--- src/design/cart_pkg.sv ---
package cart_pkg;

	// ========================================================================
	// Widths
	// ========================================================================
	localparam int IOCTL_ADDR_W = 25;
	localparam int IOCTL_DATA_W = 16;
	localparam int ROM_ADDR_W   = 24;
	localparam int FILL_ADDR_W  = 18;
	localparam int CODE_FIELD_W = 32;

	// Host index codes
	localparam logic [7:0] CODE_INDEX = 8'hFF;
	localparam logic [5:0] CART_INDEX = 6'h01;

	// ========================================================================
	// Header layout
	// ========================================================================
	// Copier header in front of the ROM image
	localparam logic [IOCTL_ADDR_W-1:0] CART_HEADER_BYTES = 25'd512;
	localparam logic [3:0]              DEFAULT_ROM_SIZE  = 4'd12;

	// Word holding the region flag in bit 8
	localparam logic [IOCTL_ADDR_W-1:0] REGION_WORD_ADDR = 25'd2;

	// Size byte pair per mapping, as host byte addresses
	localparam logic [IOCTL_ADDR_W-1:0] LOROM_INFO_ADDR   = 25'h007FD6 + CART_HEADER_BYTES;
	localparam logic [IOCTL_ADDR_W-1:0] HIROM_INFO_ADDR   = 25'h00FFD6 + CART_HEADER_BYTES;
	localparam logic [IOCTL_ADDR_W-1:0] EXHIROM_INFO_ADDR = 25'h40FFD6 + CART_HEADER_BYTES;
	// RAM size word sits just above the ROM size word
	localparam logic [IOCTL_ADDR_W-1:0] INFO_RAM_OFFSET   = 25'd2;

	// ========================================================================
	// Enums
	// ========================================================================
	typedef enum logic [1:0] {
		KIND_NONE,
		KIND_CART,
		KIND_CODE,
		KIND_OTHER
	} load_kind_e;

	typedef enum logic [2:0] {
		HDR_AUTO,
		HDR_NONE,
		HDR_LOROM,
		HDR_HIROM,
		HDR_EXHIROM
	} header_mode_e;

	// REG_PAL_ALT behaves as PAL
	typedef enum logic [1:0] {REG_AUTO, REG_NTSC, REG_PAL, REG_PAL_ALT} region_mode_e;

	typedef enum logic [1:0] {FILL_SNES2, FILL_SNES1, FILL_55, FILL_FF} fill_pattern_e;

endpackage
--- src/design/cart_loader_top.sv ---
`timescale 1ns/1ps

module cart_loader_top (
	input  logic                                clk_sys,
	input  logic                                RESET,
	input  logic                                ioctl_download,
	input  logic [7:0]                          ioctl_index,
	input  logic [cart_pkg::IOCTL_ADDR_W-1:0]   ioctl_addr,
	input  logic [cart_pkg::IOCTL_DATA_W-1:0]   ioctl_dout,
	input  logic                                ioctl_wr,
	input  cart_pkg::header_mode_e              header_mode,
	input  cart_pkg::region_mode_e              region_mode,
	input  cart_pkg::fill_pattern_e             fill_pattern,
	output logic                                rom_wr,
	output logic [cart_pkg::ROM_ADDR_W-1:0]     rom_addr,
	output logic [cart_pkg::IOCTL_DATA_W-1:0]   rom_data,
	output logic [7:0]                          rom_type,
	output logic [cart_pkg::ROM_ADDR_W-1:0]     rom_mask,
	output logic [cart_pkg::ROM_ADDR_W-1:0]     ram_mask,
	output logic                                pal,
	output logic [cart_pkg::CODE_FIELD_W-1:0]   code_flags,
	output logic [cart_pkg::CODE_FIELD_W-1:0]   code_address,
	output logic [cart_pkg::CODE_FIELD_W-1:0]   code_compare,
	output logic [cart_pkg::CODE_FIELD_W-1:0]   code_replace,
	output logic                                code_valid,
	output logic                                clearing,
	output logic                                fill_we,
	output logic [cart_pkg::FILL_ADDR_W-1:0]    fill_addr,
	output logic [7:0]                          fill_data
);

	// Registered host word from the router
	cart_pkg::load_kind_e              kind;
	logic                              word_wr;
	logic [cart_pkg::IOCTL_ADDR_W-1:0] word_addr;
	logic [cart_pkg::IOCTL_DATA_W-1:0] word_data;
	logic                              cart_active;
	logic                              cart_start;

	// ========================================================================
	// Stages
	// ========================================================================
	download_router download_router_inst (
		.clk_sys, .RESET,
		.ioctl_download, .ioctl_index, .ioctl_addr, .ioctl_dout, .ioctl_wr,
		.kind, .word_wr, .word_addr, .word_data,
		.cart_active, .cart_start,
		.rom_wr, .rom_addr, .rom_data
	);

	rom_header_parser rom_header_parser_inst (
		.clk_sys, .RESET,
		.kind, .word_wr, .word_addr, .word_data, .cart_active,
		.header_mode, .region_mode,
		.rom_type, .rom_mask, .ram_mask, .pal
	);

	cheat_code_assembler cheat_code_assembler_inst (
		.clk_sys, .RESET,
		.kind, .word_wr, .word_addr, .word_data,
		.code_flags, .code_address, .code_compare, .code_replace, .code_valid
	);

	// Work RAM clear on each new cartridge
	ram_fill_sequencer ram_fill_sequencer_inst (
		.clk_sys, .RESET,
		.cart_start, .fill_pattern,
		.clearing, .fill_we, .fill_addr, .fill_data
	);

endmodule

--- src/design/ram_fill_sequencer.sv ---
`timescale 1ns/1ps

module ram_fill_sequencer (
	input  logic                               clk_sys,
	input  logic                               RESET,
	input  logic                               cart_start,
	input  cart_pkg::fill_pattern_e            fill_pattern,
	output logic                               clearing,
	output logic                               fill_we,
	output logic [cart_pkg::FILL_ADDR_W-1:0]   fill_addr,
	output logic [7:0]                         fill_data
);

	// ========================================================================
	// Address walk, one write then one wait per address
	// ========================================================================
	always_ff @(posedge clk_sys) begin
		if (RESET) begin
			clearing  <= 1'b0;
			fill_we   <= 1'b0;
			fill_addr <= '0;
		end else if (!clearing) begin
			fill_addr <= '0;
			clearing  <= cart_start;
			fill_we   <= cart_start;
		end else if (fill_we) begin
			fill_we <= 1'b0;
			// Done after the top address is written
			if (&fill_addr)
				clearing <= 1'b0;
		end else begin
			fill_we   <= 1'b1;
			fill_addr <= fill_addr + 1'b1;
		end
	end

	// Power-on patterns
	always_comb begin
		case (fill_pattern)
			cart_pkg::FILL_SNES2: fill_data = (fill_addr[8] ^ fill_addr[2]) ? 8'h66 : 8'h99;
			cart_pkg::FILL_SNES1: fill_data = (fill_addr[9] ^ fill_addr[0]) ? 8'hFF : 8'h00;
			cart_pkg::FILL_55:    fill_data = 8'h55;
			default:              fill_data = 8'hFF;
		endcase
	end

	a_we_in_clear: assert property (@(posedge clk_sys) disable iff (RESET)
		fill_we |-> clearing)
		else $error("fill_we outside the clearing window");

endmodule

--- src/design/cheat_code_assembler.sv ---
`timescale 1ns/1ps

module cheat_code_assembler (
	input  logic                                clk_sys,
	input  logic                                RESET,
	input  cart_pkg::load_kind_e                kind,
	input  logic                                word_wr,
	input  logic [cart_pkg::IOCTL_ADDR_W-1:0]   word_addr,
	input  logic [cart_pkg::IOCTL_DATA_W-1:0]   word_data,
	output logic [cart_pkg::CODE_FIELD_W-1:0]   code_flags,
	output logic [cart_pkg::CODE_FIELD_W-1:0]   code_address,
	output logic [cart_pkg::CODE_FIELD_W-1:0]   code_compare,
	output logic [cart_pkg::CODE_FIELD_W-1:0]   code_replace,
	output logic                                code_valid
);

	localparam int LO = cart_pkg::IOCTL_DATA_W;

	logic code_wr;

	assign code_wr = word_wr && (kind == cart_pkg::KIND_CODE);

	// Last word of the record closes it
	always_ff @(posedge clk_sys) begin
		if (RESET)
			code_valid <= 1'b0;
		else
			code_valid <= code_wr && (word_addr[3:0] == 4'd14);
	end

	// ========================================================================
	// Record slots, low half first
	// ========================================================================
	always_ff @(posedge clk_sys) begin
		if (code_wr) begin
			case (word_addr[3:0])
				4'd0:  code_flags[LO-1:0]                     <= word_data;
				4'd2:  code_flags[cart_pkg::CODE_FIELD_W-1:LO]   <= word_data;
				4'd4:  code_address[LO-1:0]                   <= word_data;
				4'd6:  code_address[cart_pkg::CODE_FIELD_W-1:LO] <= word_data;
				4'd8:  code_compare[LO-1:0]                   <= word_data;
				4'd10: code_compare[cart_pkg::CODE_FIELD_W-1:LO] <= word_data;
				4'd12: code_replace[LO-1:0]                   <= word_data;
				4'd14: code_replace[cart_pkg::CODE_FIELD_W-1:LO] <= word_data;
				default: ;
			endcase
		end
	end

	a_valid_pulse: assert property (@(posedge clk_sys) disable iff (RESET)
		code_valid |=> !code_valid)
		else $error("code_valid held for two cycles");

endmodule

--- src/design/rom_header_parser.sv ---
`timescale 1ns/1ps

module rom_header_parser (
	input  logic                                clk_sys,
	input  logic                                RESET,
	input  cart_pkg::load_kind_e                kind,
	input  logic                                word_wr,
	input  logic [cart_pkg::IOCTL_ADDR_W-1:0]   word_addr,
	input  logic [cart_pkg::IOCTL_DATA_W-1:0]   word_data,
	input  logic                                cart_active,
	input  cart_pkg::header_mode_e              header_mode,
	input  cart_pkg::region_mode_e              region_mode,
	output logic [7:0]                          rom_type,
	output logic [cart_pkg::ROM_ADDR_W-1:0]     rom_mask,
	output logic [cart_pkg::ROM_ADDR_W-1:0]     ram_mask,
	output logic                                pal
);

	logic                              cart_wr;
	logic                              fixed_mode;
	logic [cart_pkg::IOCTL_ADDR_W-1:0] info_addr;
	logic [3:0]                        rom_size;
	logic [3:0]                        ram_size;
	logic                              rom_region;
	logic [4:0]                        rom_shift;
	logic [4:0]                        ram_shift;

	assign cart_wr = word_wr && (kind == cart_pkg::KIND_CART);

	// Size info location for the fixed mappings
	always_comb begin
		fixed_mode = 1'b1;
		case (header_mode)
			cart_pkg::HDR_LOROM:   info_addr = cart_pkg::LOROM_INFO_ADDR;
			cart_pkg::HDR_HIROM:   info_addr = cart_pkg::HIROM_INFO_ADDR;
			cart_pkg::HDR_EXHIROM: info_addr = cart_pkg::EXHIROM_INFO_ADDR;
			default: begin
				fixed_mode = 1'b0;
				info_addr  = '0;
			end
		endcase
	end

	// ========================================================================
	// Header capture
	// ========================================================================
	always_ff @(posedge clk_sys) begin
		if (RESET) begin
			rom_size   <= cart_pkg::DEFAULT_ROM_SIZE;
			ram_size   <= 4'd0;
			rom_type   <= 8'd0;
			rom_region <= 1'b0;
			pal        <= 1'b0;
		end else begin
			if (cart_wr) begin
				if (word_addr == '0) begin
					rom_size <= cart_pkg::DEFAULT_ROM_SIZE;
					ram_size <= 4'd0;
					// Auto mode trusts a nonzero size byte
					if (header_mode == cart_pkg::HDR_AUTO && word_data[7:0] != 8'd0)
						{ram_size, rom_size} <= word_data[7:0];

					case (header_mode)
						cart_pkg::HDR_NONE,
						cart_pkg::HDR_LOROM:   rom_type <= 8'd0;
						cart_pkg::HDR_HIROM:   rom_type <= 8'd1;
						cart_pkg::HDR_EXHIROM: rom_type <= 8'd2;
						default:               rom_type <= word_data[15:8];
					endcase
				end

				if (word_addr == cart_pkg::REGION_WORD_ADDR)
					rom_region <= word_data[8];

				if (fixed_mode) begin
					if (word_addr == info_addr)
						rom_size <= word_data[11:8];
					if (word_addr == info_addr + cart_pkg::INFO_RAM_OFFSET)
						ram_size <= word_data[3:0];
				end
			end

			// Region is only applied between downloads
			if (!cart_active) begin
				case (region_mode)
					cart_pkg::REG_AUTO: pal <= rom_region;
					cart_pkg::REG_NTSC: pal <= 1'b0;
					default:            pal <= 1'b1;
				endcase
			end
		end
	end

	// 1024 << size, minus one
	assign rom_shift = {1'b0, rom_size} + 5'd10;
	assign ram_shift = {1'b0, ram_size} + 5'd10;

	assign rom_mask = ~({cart_pkg::ROM_ADDR_W{1'b1}} << rom_shift);
	assign ram_mask = (ram_size != 4'd0) ? ~({cart_pkg::ROM_ADDR_W{1'b1}} << ram_shift) : '0;

endmodule

--- src/design/download_router.sv ---
`timescale 1ns/1ps

module download_router (
	input  logic                                clk_sys,
	input  logic                                RESET,
	input  logic                                ioctl_download,
	input  logic [7:0]                          ioctl_index,
	input  logic [cart_pkg::IOCTL_ADDR_W-1:0]   ioctl_addr,
	input  logic [cart_pkg::IOCTL_DATA_W-1:0]   ioctl_dout,
	input  logic                                ioctl_wr,
	output cart_pkg::load_kind_e                kind,
	output logic                                word_wr,
	output logic [cart_pkg::IOCTL_ADDR_W-1:0]   word_addr,
	output logic [cart_pkg::IOCTL_DATA_W-1:0]   word_data,
	output logic                                cart_active,
	output logic                                cart_start,
	output logic                                rom_wr,
	output logic [cart_pkg::ROM_ADDR_W-1:0]     rom_addr,
	output logic [cart_pkg::IOCTL_DATA_W-1:0]   rom_data
);

	logic                              code_sel;
	logic                              cart_sel;
	logic                              cart_dl;
	logic [cart_pkg::IOCTL_ADDR_W-1:0] stripped_addr;
	cart_pkg::load_kind_e              kind_next;

	// Index decode, index zero also loads a cartridge
	assign code_sel = (ioctl_index == cart_pkg::CODE_INDEX);
	assign cart_sel = (ioctl_index[5:0] == cart_pkg::CART_INDEX) || (ioctl_index == 8'd0);
	assign cart_dl  = ioctl_download && cart_sel;

	assign stripped_addr = ioctl_addr - cart_pkg::CART_HEADER_BYTES;

	always_comb begin
		if (!ioctl_download)
			kind_next = cart_pkg::KIND_NONE;
		else if (code_sel)
			kind_next = cart_pkg::KIND_CODE;
		else if (cart_sel)
			kind_next = cart_pkg::KIND_CART;
		else
			kind_next = cart_pkg::KIND_OTHER;
	end

	// ========================================================================
	// Control registers
	// ========================================================================
	always_ff @(posedge clk_sys) begin
		if (RESET) begin
			kind        <= cart_pkg::KIND_NONE;
			word_wr     <= 1'b0;
			cart_active <= 1'b0;
			cart_start  <= 1'b0;
			rom_wr      <= 1'b0;
		end else begin
			kind        <= kind_next;
			word_wr     <= ioctl_wr && ioctl_download;
			cart_active <= cart_dl;
			// Rising edge of the cartridge level
			cart_start  <= cart_dl && !cart_active;
			rom_wr      <= ioctl_wr && cart_dl;
		end
	end

	// Word payload
	always_ff @(posedge clk_sys) begin
		word_addr <= ioctl_addr;
		word_data <= ioctl_dout;
		rom_addr  <= stripped_addr[cart_pkg::ROM_ADDR_W-1:0];
	end

	// ROM port shares the registered data word
	assign rom_data = word_data;

	a_rom_wr_cart: assert property (@(posedge clk_sys) disable iff (RESET)
		rom_wr |-> kind == cart_pkg::KIND_CART)
		else $error("rom_wr outside a cartridge download");

endmodule

--- config.mk ---
export PLATFORM = sky130hd
export DESIGN_NAME = cart_loader_top
export DESIGN_NICKNAME = d
export VERILOG_FILES = /design/src/design/cart_pkg.sv /design/src/design/cart_loader_top.sv /design/src/design/ram_fill_sequencer.sv /design/src/design/cheat_code_assembler.sv /design/src/design/rom_header_parser.sv /design/src/design/download_router.sv
export SDC_FILE = /design/constraint.sdc
export NUM_CORES = 1
export LEC_CHECK = 0
export BUFFER_PORTS_ARGS = -buffer_cell sky130_fd_sc_hd__buf_2
export CAP_MARGIN = 20
export CORE_MARGIN = 4
export CORE_UTILIZATION = 52
export DETAILED_ROUTE_END_ITERATION = 8
export PLACE_DENSITY = 0.92
export SLEW_MARGIN = 25
export SYNTH_ARGS = -nofsm -noshare
export SYNTH_HDL_FRONTEND = slang
export SYNTH_SLANG_ARGS = --single-unit
--- constraint.sdc ---
create_clock -name clk_sys -period 4.2 [get_ports clk_sys]
set_input_delay 0 -clock clk_sys [delete_from_list [all_inputs] [get_ports clk_sys]]
set_output_delay 0 -clock clk_sys [all_outputs]
set_load 0.005 [all_outputs]
==> results of run 1 <==
-- per-layer routing --
layer | global-route usage | wire, um
met2 | 0.4523 | 12020
met5 | 0 | 0
met4 | 0.08343 | 683
met1 | 0.2989 | 8587
met3 | 0.04758 | 2039
-- state kept, by name, summed over array words and instances (netlist names), 2 cells and up --
signal                                  count
cheat_code_assembler_inst.code_address     32
cheat_code_assembler_inst.code_compare     32
cheat_code_assembler_inst.code_replace     32
rom_header_parser_inst.rom_type             8
rom_header_parser_inst.ram_size             4
download_router_inst.kind                   2
download_router_inst.rom_data              16
rom_header_parser_inst.rom_size             4
ram_fill_sequencer_inst.fill_addr          18
download_router_inst.rom_addr              15
cheat_code_assembler_inst.code_flags       32
download_router_inst.word_addr             25
-- power by group --
group	switching (mW)	internal [mW]
Combinational	0.0890	0.0978
Sequential	0.0494	2.40
Clock	0.817	1.03
Total	0.956	3.53
-- cell type report --
cell class,instances,area [um2]
repair buffers,374,2165
well taps,211,264.0
multi-input cells,350,2135
flip-flops and latches,229,5866
clock inverters,8,63.81
clock buffers,33,613.1
inverters,17,63.81
fillers,979,4202
-- repair_timing --
| action | in CTS | in global routing |
|---|---|---|
| hold endpoints to repair | 77 | 0 |
| setup buffers | 0 | 0 |
| hold buffers | 57 | 0 |
-- critical path, delay by kind of cell, from the launching register on --
family,cells,cell delay (ns)
flops,1,0.32
simple gates,4,1.58
buf+inv,1,0.57
compound gates,1,0.24
-- through the flow --
stage | power, mW | hold WS, ns | instance area (um2) | utilization | std cells
after floorplan | 2.546 | 0.02772 | 8220 | - | 629
after global placement | 2.633 | 0.1018 | 9912 | 0.6449 | 1124
after detailed placement | 2.640 | 0.1036 | 9912 | 0.6449 | 1124
after CTS | 4.496 | 0.01004 | 11160 | 0.7260 | 1222
after global routing | 4.634 | 0.06419 | 11170 | 0.7267 | 1222
final | 4.485 | 0.03992 | 11170 | 0.7267 | 1222
-- cells by family after synthesis --
family / share of synthesized area
AND/OR/NAND/NOR: 0.1330
buffers and inverters: 0.03105
AO/OA/AOI/OAI: 0.07017
XOR/XNOR: 0.03196
multiplexers: 0.005023
adder cells (fa/ha/maj): 0.01522
flip-flops: 0.7135
-- cell usage after synthesis (10+ instances only) --
cell type	count	area share
dfxtp_1	101	0.25
nor2b_1	10	0.0076
xor2_1	20	0.021
buf_4	15	0.014
a21oi_1	28	0.017
nand2_1	54	0.025
inv_1	16	0.0073
ha_1	10	0.015
nand3_1	21	0.013
xnor2_1	10	0.011
edfxtp_1	128	0.47
o21ai_0	21	0.013
clkbuf_1	15	0.0068
nand2b_1	11	0.0084
nor2_1	58	0.026
nor3_1	14	0.0085
-- worst max-delay path by stage --
stage | endpoint | slack, ns | cells past startpoint
final | rom_header_parser_inst.rom_type[1] | 1.45 | 6
after global routing | rom_header_parser_inst.rom_type[1] | 1.33 | 6
after CTS | rom_header_parser_inst.rom_type[1] | 1.47 | 6
after detailed placement | rom_header_parser_inst.rom_type[0] | 1.60 | 6
after global placement | rom_header_parser_inst.rom_type[0] | 1.69 | 6
after floorplan | cheat_code_assembler_inst.code_flags[16] | 1.96 | 4
==> flow_metrics.env, run 1 <==
export IMPL_drv_cap=0
export IMPL_fp_dieW_um=133.7
export IMPL_rsz0062_at_grt="false"
export IMPL_clk_insertion_delay_late_ns=0.52
export IMPL_cpMostUsedCell="or4_4"
export IMPL_rr_worst_depth=6
export IMPL_path_max_fanout=10
export IMPL_min_period_ns=2.749
export IMPL_grt_pass1_wl_um=34990
export IMPL_pre_cts_ws_ns=1.595
export IMPL_setup_violations=0
export IMPL_drtPass1Iterations=5
export IMPL_final_nets=1065
export IMPL_clockBufferDepth=3
export IMPL_crit_start="download_router_inst.word_addr[4]"
export IMPL_status="finished, final reports clean"
export IMPL_cts_sinks=229
export IMPL_holdCritPathClass="input port to register"
export IMPL_peakVddDrop_v=0.0003583
export IMPL_cts_buffers=23
export IMPL_yosysSeqAreaShare=0.7135
export IMPL_slowest_delay_ns=0.57
export IMPL_drv_slew=0
export IMPL_period_share=0.6545
export IMPL_core_um2=15370
export IMPL_vias_per_cell=5.330
export IMPL_worst_pin_slew_ns=1.011
export IMPL_fin_skew_ns=0.02342
export IMPL_ys_flop_type="edfxtp_1"
export IMPL_post_synth_instance_area_um2=8220
export IMPL_cts_tree="done"
export IMPL_synthArstFlopShare=0
export IMPL_antenna_left=0
export IMPL_layout_commonest_cell="buf_2"
export IMPL_pin_count=315
export IMPL_dp_hpwl_um=15650
export IMPL_die_area_um2=17880
export IMPL_hold_path_endpoint="rom_header_parser_inst.rom_type[0]"
export IMPL_numPortBuffers=314
export IMPL_root_buffer="clkbuf_16"
export IMPL_rows=45
export IMPL_ys_seq_elements=229
export IMPL_ys_types=60
export IMPL_area_growth_syn_to_layout_pct=35.88
export IMPL_vias=6513
export IMPL_die_h_um=133.7
export IMPL_hold_depth=5
export IMPL_layout_common_cells="buf_2, edfxtp_1, dfxtp_1, dlygate4sd3_1, nand2_1"
export IMPL_max_freq_ghz=0.3638
export IMPL_path_class="register to register"
export IMPL_cts_resized=0
export IMPL_grt_pass1_vias=6297
export IMPL_synth_edf_count=128
export IMPL_antenna_cells=0
export IMPL_yosys_warnings=0
export IMPL_wl_per_cell_um=19.09
export IMPL_required_ns=4.67
export IMPL_htree_levels=1
export IMPL_hp_start="header_mode[0]"
export IMPL_setup_slack_ns=1.451
export IMPL_place_gp_congestion=0.8563
export IMPL_drc=0
export IMPL_power_density_nw_per_um2=401.5
export IMPL_grt_overflow=0
export IMPL_crit_chain="or4_4 > or4_4 > nor4_4 > nor2_1 > a311oi_1 > dlygate4sd3_1"
export IMPL_r2r_end="rom_header_parser_inst.rom_type[1]"
export IMPL_postSynthAreaPerCell_um2=13.07
export IMPL_arrival_ns=3.22
export IMPL_initial_core_util=0.5348
export IMPL_slew_headroom=0.3250
export IMPL_grt_max_degree=25
export IMPL_drive_gt1_frac=0.3620
export IMPL_netlist_instances=629
export IMPL_worstSetupStartpointType="register"
export IMPL_r2r_setup_slack_ns=1.45
export IMPL_syn_nets=699
export IMPL_antenna_found_initial=0
export IMPL_r2r_start="download_router_inst.word_addr[4]"
export IMPL_drt_iter0_markers=417
export IMPL_slowest_stage="dlygate4sd3_1"
export IMPL_finalSetupTns_ns=0
export IMPL_finalHoldViolCount=0
export IMPL_grtUsageTotal=0.2498
export IMPL_routed_wl_um=23330
export IMPL_clk_pin_slew_ns=0.06
export IMPL_total_leakage_power_nw=4.693
export IMPL_endpoint_kind="register"
No activity file was read; power rests on OpenSTA's default activity.
==> run 2: changes to the inputs <==
--- a/config.mk
+++ b/config.mk
@@ -8,9 +8,9 @@
 export BUFFER_PORTS_ARGS = -buffer_cell sky130_fd_sc_hd__buf_2
 export CAP_MARGIN = 20
 export CORE_MARGIN = 4
-export CORE_UTILIZATION = 52
+export CORE_UTILIZATION = 44
 export DETAILED_ROUTE_END_ITERATION = 8
-export PLACE_DENSITY = 0.92
+export PLACE_DENSITY = 0.84
 export SLEW_MARGIN = 25
 export SYNTH_ARGS = -nofsm -noshare
 export SYNTH_HDL_FRONTEND = slang
==> constraint.sdc (replaced) <==
create_clock -name clk_sys -period 2.5 [get_ports clk_sys]
set_input_delay 0 -clock clk_sys [delete_from_list [all_inputs] [get_ports clk_sys]]
set_output_delay 0 -clock clk_sys [all_outputs]
set_load 0.005 [all_outputs]
==> run 2 against run 1 <==
Clock skew shrank 0.013 ns. Global-route usage shrank 3.5 points. Clock power grew 91%. Flip-flop and latch count is the same. Design area grew 2.7%. Sequential share of layout area shrank 1.4 points. Sequential power grew 67%. Via count shrank 1.2%. Utilization shrank 9.4 points. Non-clock buffer count grew 20.
==> flow_metrics.env, run 2 (synthesis results as in run 1) <==
export IMPL_layout_commonest_cell="buf_2"
export IMPL_required_ns=2.50
export IMPL_rr_worst_depth=7
export IMPL_drc=0
export IMPL_clockBufferDepth=3
export IMPL_crit_family="adder cells"
export IMPL_grt_max_degree=25
export IMPL_hold_depth=2
export IMPL_rows=49
export IMPL_arrival_ns=2.29
export IMPL_place_area_um2=10100
export IMPL_root_buffer="clkbuf_16"
export IMPL_routed_wl_um=23520
export IMPL_endpoint_kind="output port"
export IMPL_hold_path_endpoint="download_router_inst.word_addr[24]"
export IMPL_path_max_fanout=12
export IMPL_numPortBuffers=314
export IMPL_status="finished, final reports clean"
export IMPL_crit_buf_inv=2
export IMPL_finalHoldViolCount=0
export IMPL_hold_worst_slack_ns=0.1333
export IMPL_pin_count=315
export IMPL_area_growth_syn_to_layout_pct=39.56
export IMPL_grt_pass1_vias=6274
export IMPL_min_period_ns=2.289
export IMPL_worst_pin_slew_ns=0.6079
export IMPL_fp_dieW_um=144.7
export IMPL_r2r_start="download_router_inst.word_addr[4]"
export IMPL_post_cts_setup_buffers=0
export IMPL_finalSetupTns_ns=0
export IMPL_path_class="register to output port"
export IMPL_cts_sinks=229
export IMPL_period_share=0.9156
export IMPL_cts_tree="done"
export IMPL_drv_slew=0
export IMPL_grt_pass1_wl_um=34730
export IMPL_die_h_um=144.7
export IMPL_holdCritPathClass="input port to register"
export IMPL_power_mw=7.976
export IMPL_vias=6434
export IMPL_fill_cells=1340
export IMPL_crit_start="rom_header_parser_inst.ram_size[1]"
export IMPL_r2r_end="rom_header_parser_inst.rom_type[0]"
export IMPL_drt_iter0_markers=284
export IMPL_final_nets=1086
export IMPL_antenna_cells=0
export IMPL_grtUsageTotal=0.2149
export IMPL_total_leakage_power_nw=4.865
export IMPL_grt_overflow=0
export IMPL_slew_headroom=0.5947
export IMPL_vias_per_cell=5.094
export IMPL_drive_gt1_frac=0.3820
export IMPL_stdcell_area_um2=11470
export IMPL_antenna_found_initial=0
export IMPL_setup_violations=0
export IMPL_pre_cts_ws_ns=0.2301
export IMPL_cts_buffers=24
export IMPL_worstSetupStartpointType="register"
export IMPL_slowest_stage="ha_1"
export IMPL_hp_start="ioctl_addr[24]"
export IMPL_dp_hpwl_um=16020
export IMPL_max_freq_ghz=0.4369
export IMPL_crit_chain="ha_1 > inv_1 > ha_1 > nand2_1 > o21ai_0 > nand2_1 > buf_2"
export IMPL_die_area_um2=20930
export IMPL_fin_skew_ns=0.01001
export IMPL_r2r_setup_slack_ns=0.24
export IMPL_slowest_delay_ns=0.47
export IMPL_drtPass1Iterations=6
export IMPL_peakVddDrop_v=0.0004720
export IMPL_power_density_nw_per_um2=695.2
export IMPL_place_gp_congestion=0.8300
export IMPL_clk_insertion_delay_late_ns=0.51
export IMPL_wl_per_cell_um=18.62
export IMPL_antenna_left=0
export IMPL_initial_core_util=0.4530
export IMPL_drv_cap=0
export IMPL_clk_pin_slew_ns=0.06
export IMPL_setup_slack_ns=0.2110
export IMPL_core_um2=18150
export IMPL_rsz0062_at_grt="false"
export IMPL_layout_common_cells="buf_2, edfxtp_1, dfxtp_1, dlygate4sd3_1, nand2_1"
export IMPL_htree_levels=1
[run 2: worst register-to-register path, delay by kind of cell (launching register included)]
kind	cells	cell delay, ns
DFF	1	0.32
and+or+nand+nor	5	1.36
buffers and inverters	1	0.21
AOI/OAI and AO/OA	1	0.25
[run 2: how the worst max path moves through the flow]
stage | endpoint | depth (start not counted)
floorplan | cheat_code_assembler_inst.code_flags[16] | 4
global placement | rom_header_parser_inst.rom_type[0] | 7
detailed placement | rom_header_parser_inst.rom_type[0] | 7
CTS | ram_mask[10] | 7
global route | rom_mask[14] | 6
finish | ram_mask[2] | 7
[run 2: power by group]
part | switching [mW] | total (mW) | internal, mW
sequential | 0.0649 | 4.10 | 4.04
combinational | 0.165 | 0.340 | 0.175
clock | 1.42 | 3.54 | 2.11
total | 1.65 | 7.98 | 6.32
[run 2: what timing repair did]
action / CTS / global route
hold buffers: 57 / 0
endpoints found under the setup margin: 0 / 14
resized for setup: 0 / 2
endpoints found under the hold margin: 77 / 0
[run 2: area by class of cell]
cell class                 count  area, um2  share of cell area
clock buffer                  33      674.4             0.05878
clock inverter                11      128.9             0.01123
inverter                      17      63.81            0.005562
multi-input combinational    350       2125              0.1852
sequential                   229       5867              0.5114
tap                          229      286.5             0.02498
timing repair buffer         394       2327              0.2029
[run 2: through the flow]
stage                     cells  utilization
after CTS                  1263       0.6321
after floorplan             629            -
final                      1263       0.6322
after global routing       1263       0.6322
after detailed placement   1162       0.5564
after global placement     1162       0.5564
[run 2: metal layers]
layer	routed length [um]	GRT usage	vias to the layer above	share of wire
li1	-	-	3031	-
met1	8842	0.2474	3023	0.38
met2	12180	0.3987	326	0.52
met3	1821	0.04699	54	0.077
met4	669	0.06578	0	0.028
met5	0	0	-	0
==> run 3: changes to the inputs <==
--- a/config.mk
+++ b/config.mk
@@ -10,7 +10,7 @@
 export CORE_MARGIN = 4
 export CORE_UTILIZATION = 44
 export DETAILED_ROUTE_END_ITERATION = 8
-export PLACE_DENSITY = 0.84
+export PLACE_DENSITY = 0.76
 export SLEW_MARGIN = 25
 export SYNTH_ARGS = -nofsm -noshare
 export SYNTH_HDL_FRONTEND = slang
==> run 3 against run 2 <==
Global-route usage down 0.32 points. Largest power group unchanged. Design area down 0.16%. Flip-flop and latch count unchanged.
==> flow_metrics.env, run 3 (synthesis results as in run 1) <==
export IMPL_status="finished, final reports clean"
export IMPL_slew_headroom=0.5612
export IMPL_peakVddDrop_v=0.0005371
export IMPL_root_buffer="clkbuf_16"
export IMPL_vias_per_cell=5.062
export IMPL_cts_sinks=229
export IMPL_instances_no_fill=1263
export IMPL_wl_per_cell_um=18.19
export IMPL_grt_pass1_vias=6290
export IMPL_total_leakage_power_nw=4.854
export IMPL_post_cts_setup_buffers=0
export IMPL_drv_slew=0
export IMPL_period_share=0.9158
export IMPL_power_mw=7.864
export IMPL_drv_cap=0
export IMPL_cpMostUsedCell="or4_4"
export IMPL_r2r_start="download_router_inst.word_addr[4]"
export IMPL_layout_commonest_cell="buf_2"
export IMPL_crit_start="download_router_inst.word_addr[4]"
export IMPL_arrival_ns=2.68
export IMPL_fill_cells=1369
export IMPL_path_max_fanout=11
export IMPL_numPortBuffers=314
export IMPL_clk_insertion_delay_late_ns=0.52
export IMPL_cts_buffers=24
export IMPL_pin_count=315
export IMPL_htree_levels=1
export IMPL_antenna_left=0
export IMPL_clockBufferDepth=3
export IMPL_fin_skew_ns=0.03016
export IMPL_slowest_stage="or4_4"
export IMPL_initial_core_util=0.4530
export IMPL_crit_family="simple AND/OR/NAND/NOR gates"
export IMPL_clk_pin_slew_ns=0.06
export IMPL_antenna_found_initial=0
export IMPL_post_place_cells=1163
export IMPL_finalSetupTns_ns=0
export IMPL_r2r_setup_slack_ns=0.21
export IMPL_die_area_um2=20930
export IMPL_worst_pin_slew_ns=0.6582
export IMPL_fp_dieW_um=144.7
export IMPL_place_area_um2=10100
export IMPL_rows=49
export IMPL_stdcell_area_um2=11450
export IMPL_crit_chain="or4_4 > or4_4 > nor3_2 > buf_4 > nand2_4 > a221oi_1 > nor3_1"
export IMPL_grt_max_degree=25
export IMPL_antenna_cells=0
export IMPL_max_freq_ghz=0.4368
export IMPL_drc=0
export IMPL_dp_hpwl_um=16100
export IMPL_cp_depth=7
export IMPL_crit_buf_inv=1
export IMPL_required_ns=2.89
export IMPL_setup_violations=0
export IMPL_critical_path_endpoint="rom_header_parser_inst.rom_type[0]"
export IMPL_min_period_ns=2.289
export IMPL_finalHoldViolCount=0
export IMPL_grtUsageTotal=0.2116
export IMPL_r2r_end="rom_header_parser_inst.rom_type[0]"
export IMPL_worstSetupStartpointType="register"
export IMPL_power_density_nw_per_um2=686.6
export IMPL_place_gp_congestion=0.8050
export IMPL_drive_gt1_frac=0.3849
export IMPL_path_class="register to register"
export IMPL_rr_worst_depth=7
export IMPL_routed_wl_um=22970
export IMPL_vias=6393
export IMPL_area_growth_syn_to_layout_pct=39.33
export IMPL_drt_iter0_markers=268
export IMPL_final_nets=1086
export IMPL_post_route_util=0.6311
export IMPL_holdCritPathClass="input port to register"
export IMPL_die_h_um=144.7
export IMPL_rsz0062_at_grt="false"
export IMPL_endpoint_kind="register"
export IMPL_layout_common_cells="buf_2, edfxtp_1, dfxtp_1, dlygate4sd3_1, nand2_1"
export IMPL_grt_overflow=0
export IMPL_grt_pass1_wl_um=34500
export IMPL_cts_tree="done"
export IMPL_slowest_delay_ns=0.54
export IMPL_core_um2=18150
export IMPL_drtPass1Iterations=5
## run 3: where the power goes
group          internal [mW]  total (mW)  switching, mW
logic                  0.174       0.335          0.161
registers               4.04        4.10         0.0658
clock network           2.01        3.43           1.42
total                   6.22        7.86           1.65
## run 3: worst min-delay path by stage
stage	start	to	slack, ns	cells after the start
4_1_cts	ioctl_addr[5]	download_router_inst.word_addr[5]	0.10	2
3_3_place_gp	ioctl_dout[10]	download_router_inst.rom_data[10]	0.10	1
2_1_floorplan	ioctl_dout[0]	download_router_inst.rom_data[0]	0.03	0
3_5_place_dp	ioctl_addr[5]	download_router_inst.word_addr[5]	0.10	1
6_report	ioctl_dout[11]	download_router_inst.rom_data[11]	0.11	2
5_1_grt	ioctl_addr[1]	download_router_inst.word_addr[1]	0.11	2
## run 3: worst reg2reg max path, delay by kind of cell, from the launching register on
kind                   cells  cell delay, ns
DFF                        1            0.32
AOI/OAI and AO/OA          1            0.27
and+or+nand+nor            5            1.35
buffers and inverters      1            0.21
## run 3: per-layer routing
layer / part of all wire / vias up / global-route usage
met2: 0.50 / 290 / 0.3811
met5: 0 / - / 0
met1: 0.39 / 3052 / 0.2613
met3: 0.087 / 26 / 0.04601
li1: - / 3025 / -
met4: 0.015 / 0 / 0.04811
## run 3: layout make-up
cell class	instances	area [um2]	area share
clock buffer	31	669.4	0.05844
multi-input combinational	350	2130	0.1859
clock inverter	13	112.6	0.009832
tap	229	286.5	0.02502
timing repair buffer	394	2325	0.2030
inverter	17	63.81	0.005571
sequential	229	5867	0.5122
## run 3: through the flow
step           setup WS (ns)  hold slack, ns
6_report              0.2106          0.1059
5_1_grt              0.08514          0.1072
4_1_cts              0.02102          0.1016
3_5_place_dp          0.2419          0.1036
3_3_place_gp          0.2918          0.1027
2_1_floorplan         0.2588         0.02772
## run 3: what timing repair did
| item | in CTS | in global routing |
|---|---|---|
| hold buffers | 56 | 0 |
| setup endpoints to repair | 0 | 12 |
| resized for setup | 0 | 4 |
| endpoints found under the hold margin | 79 | 0 |
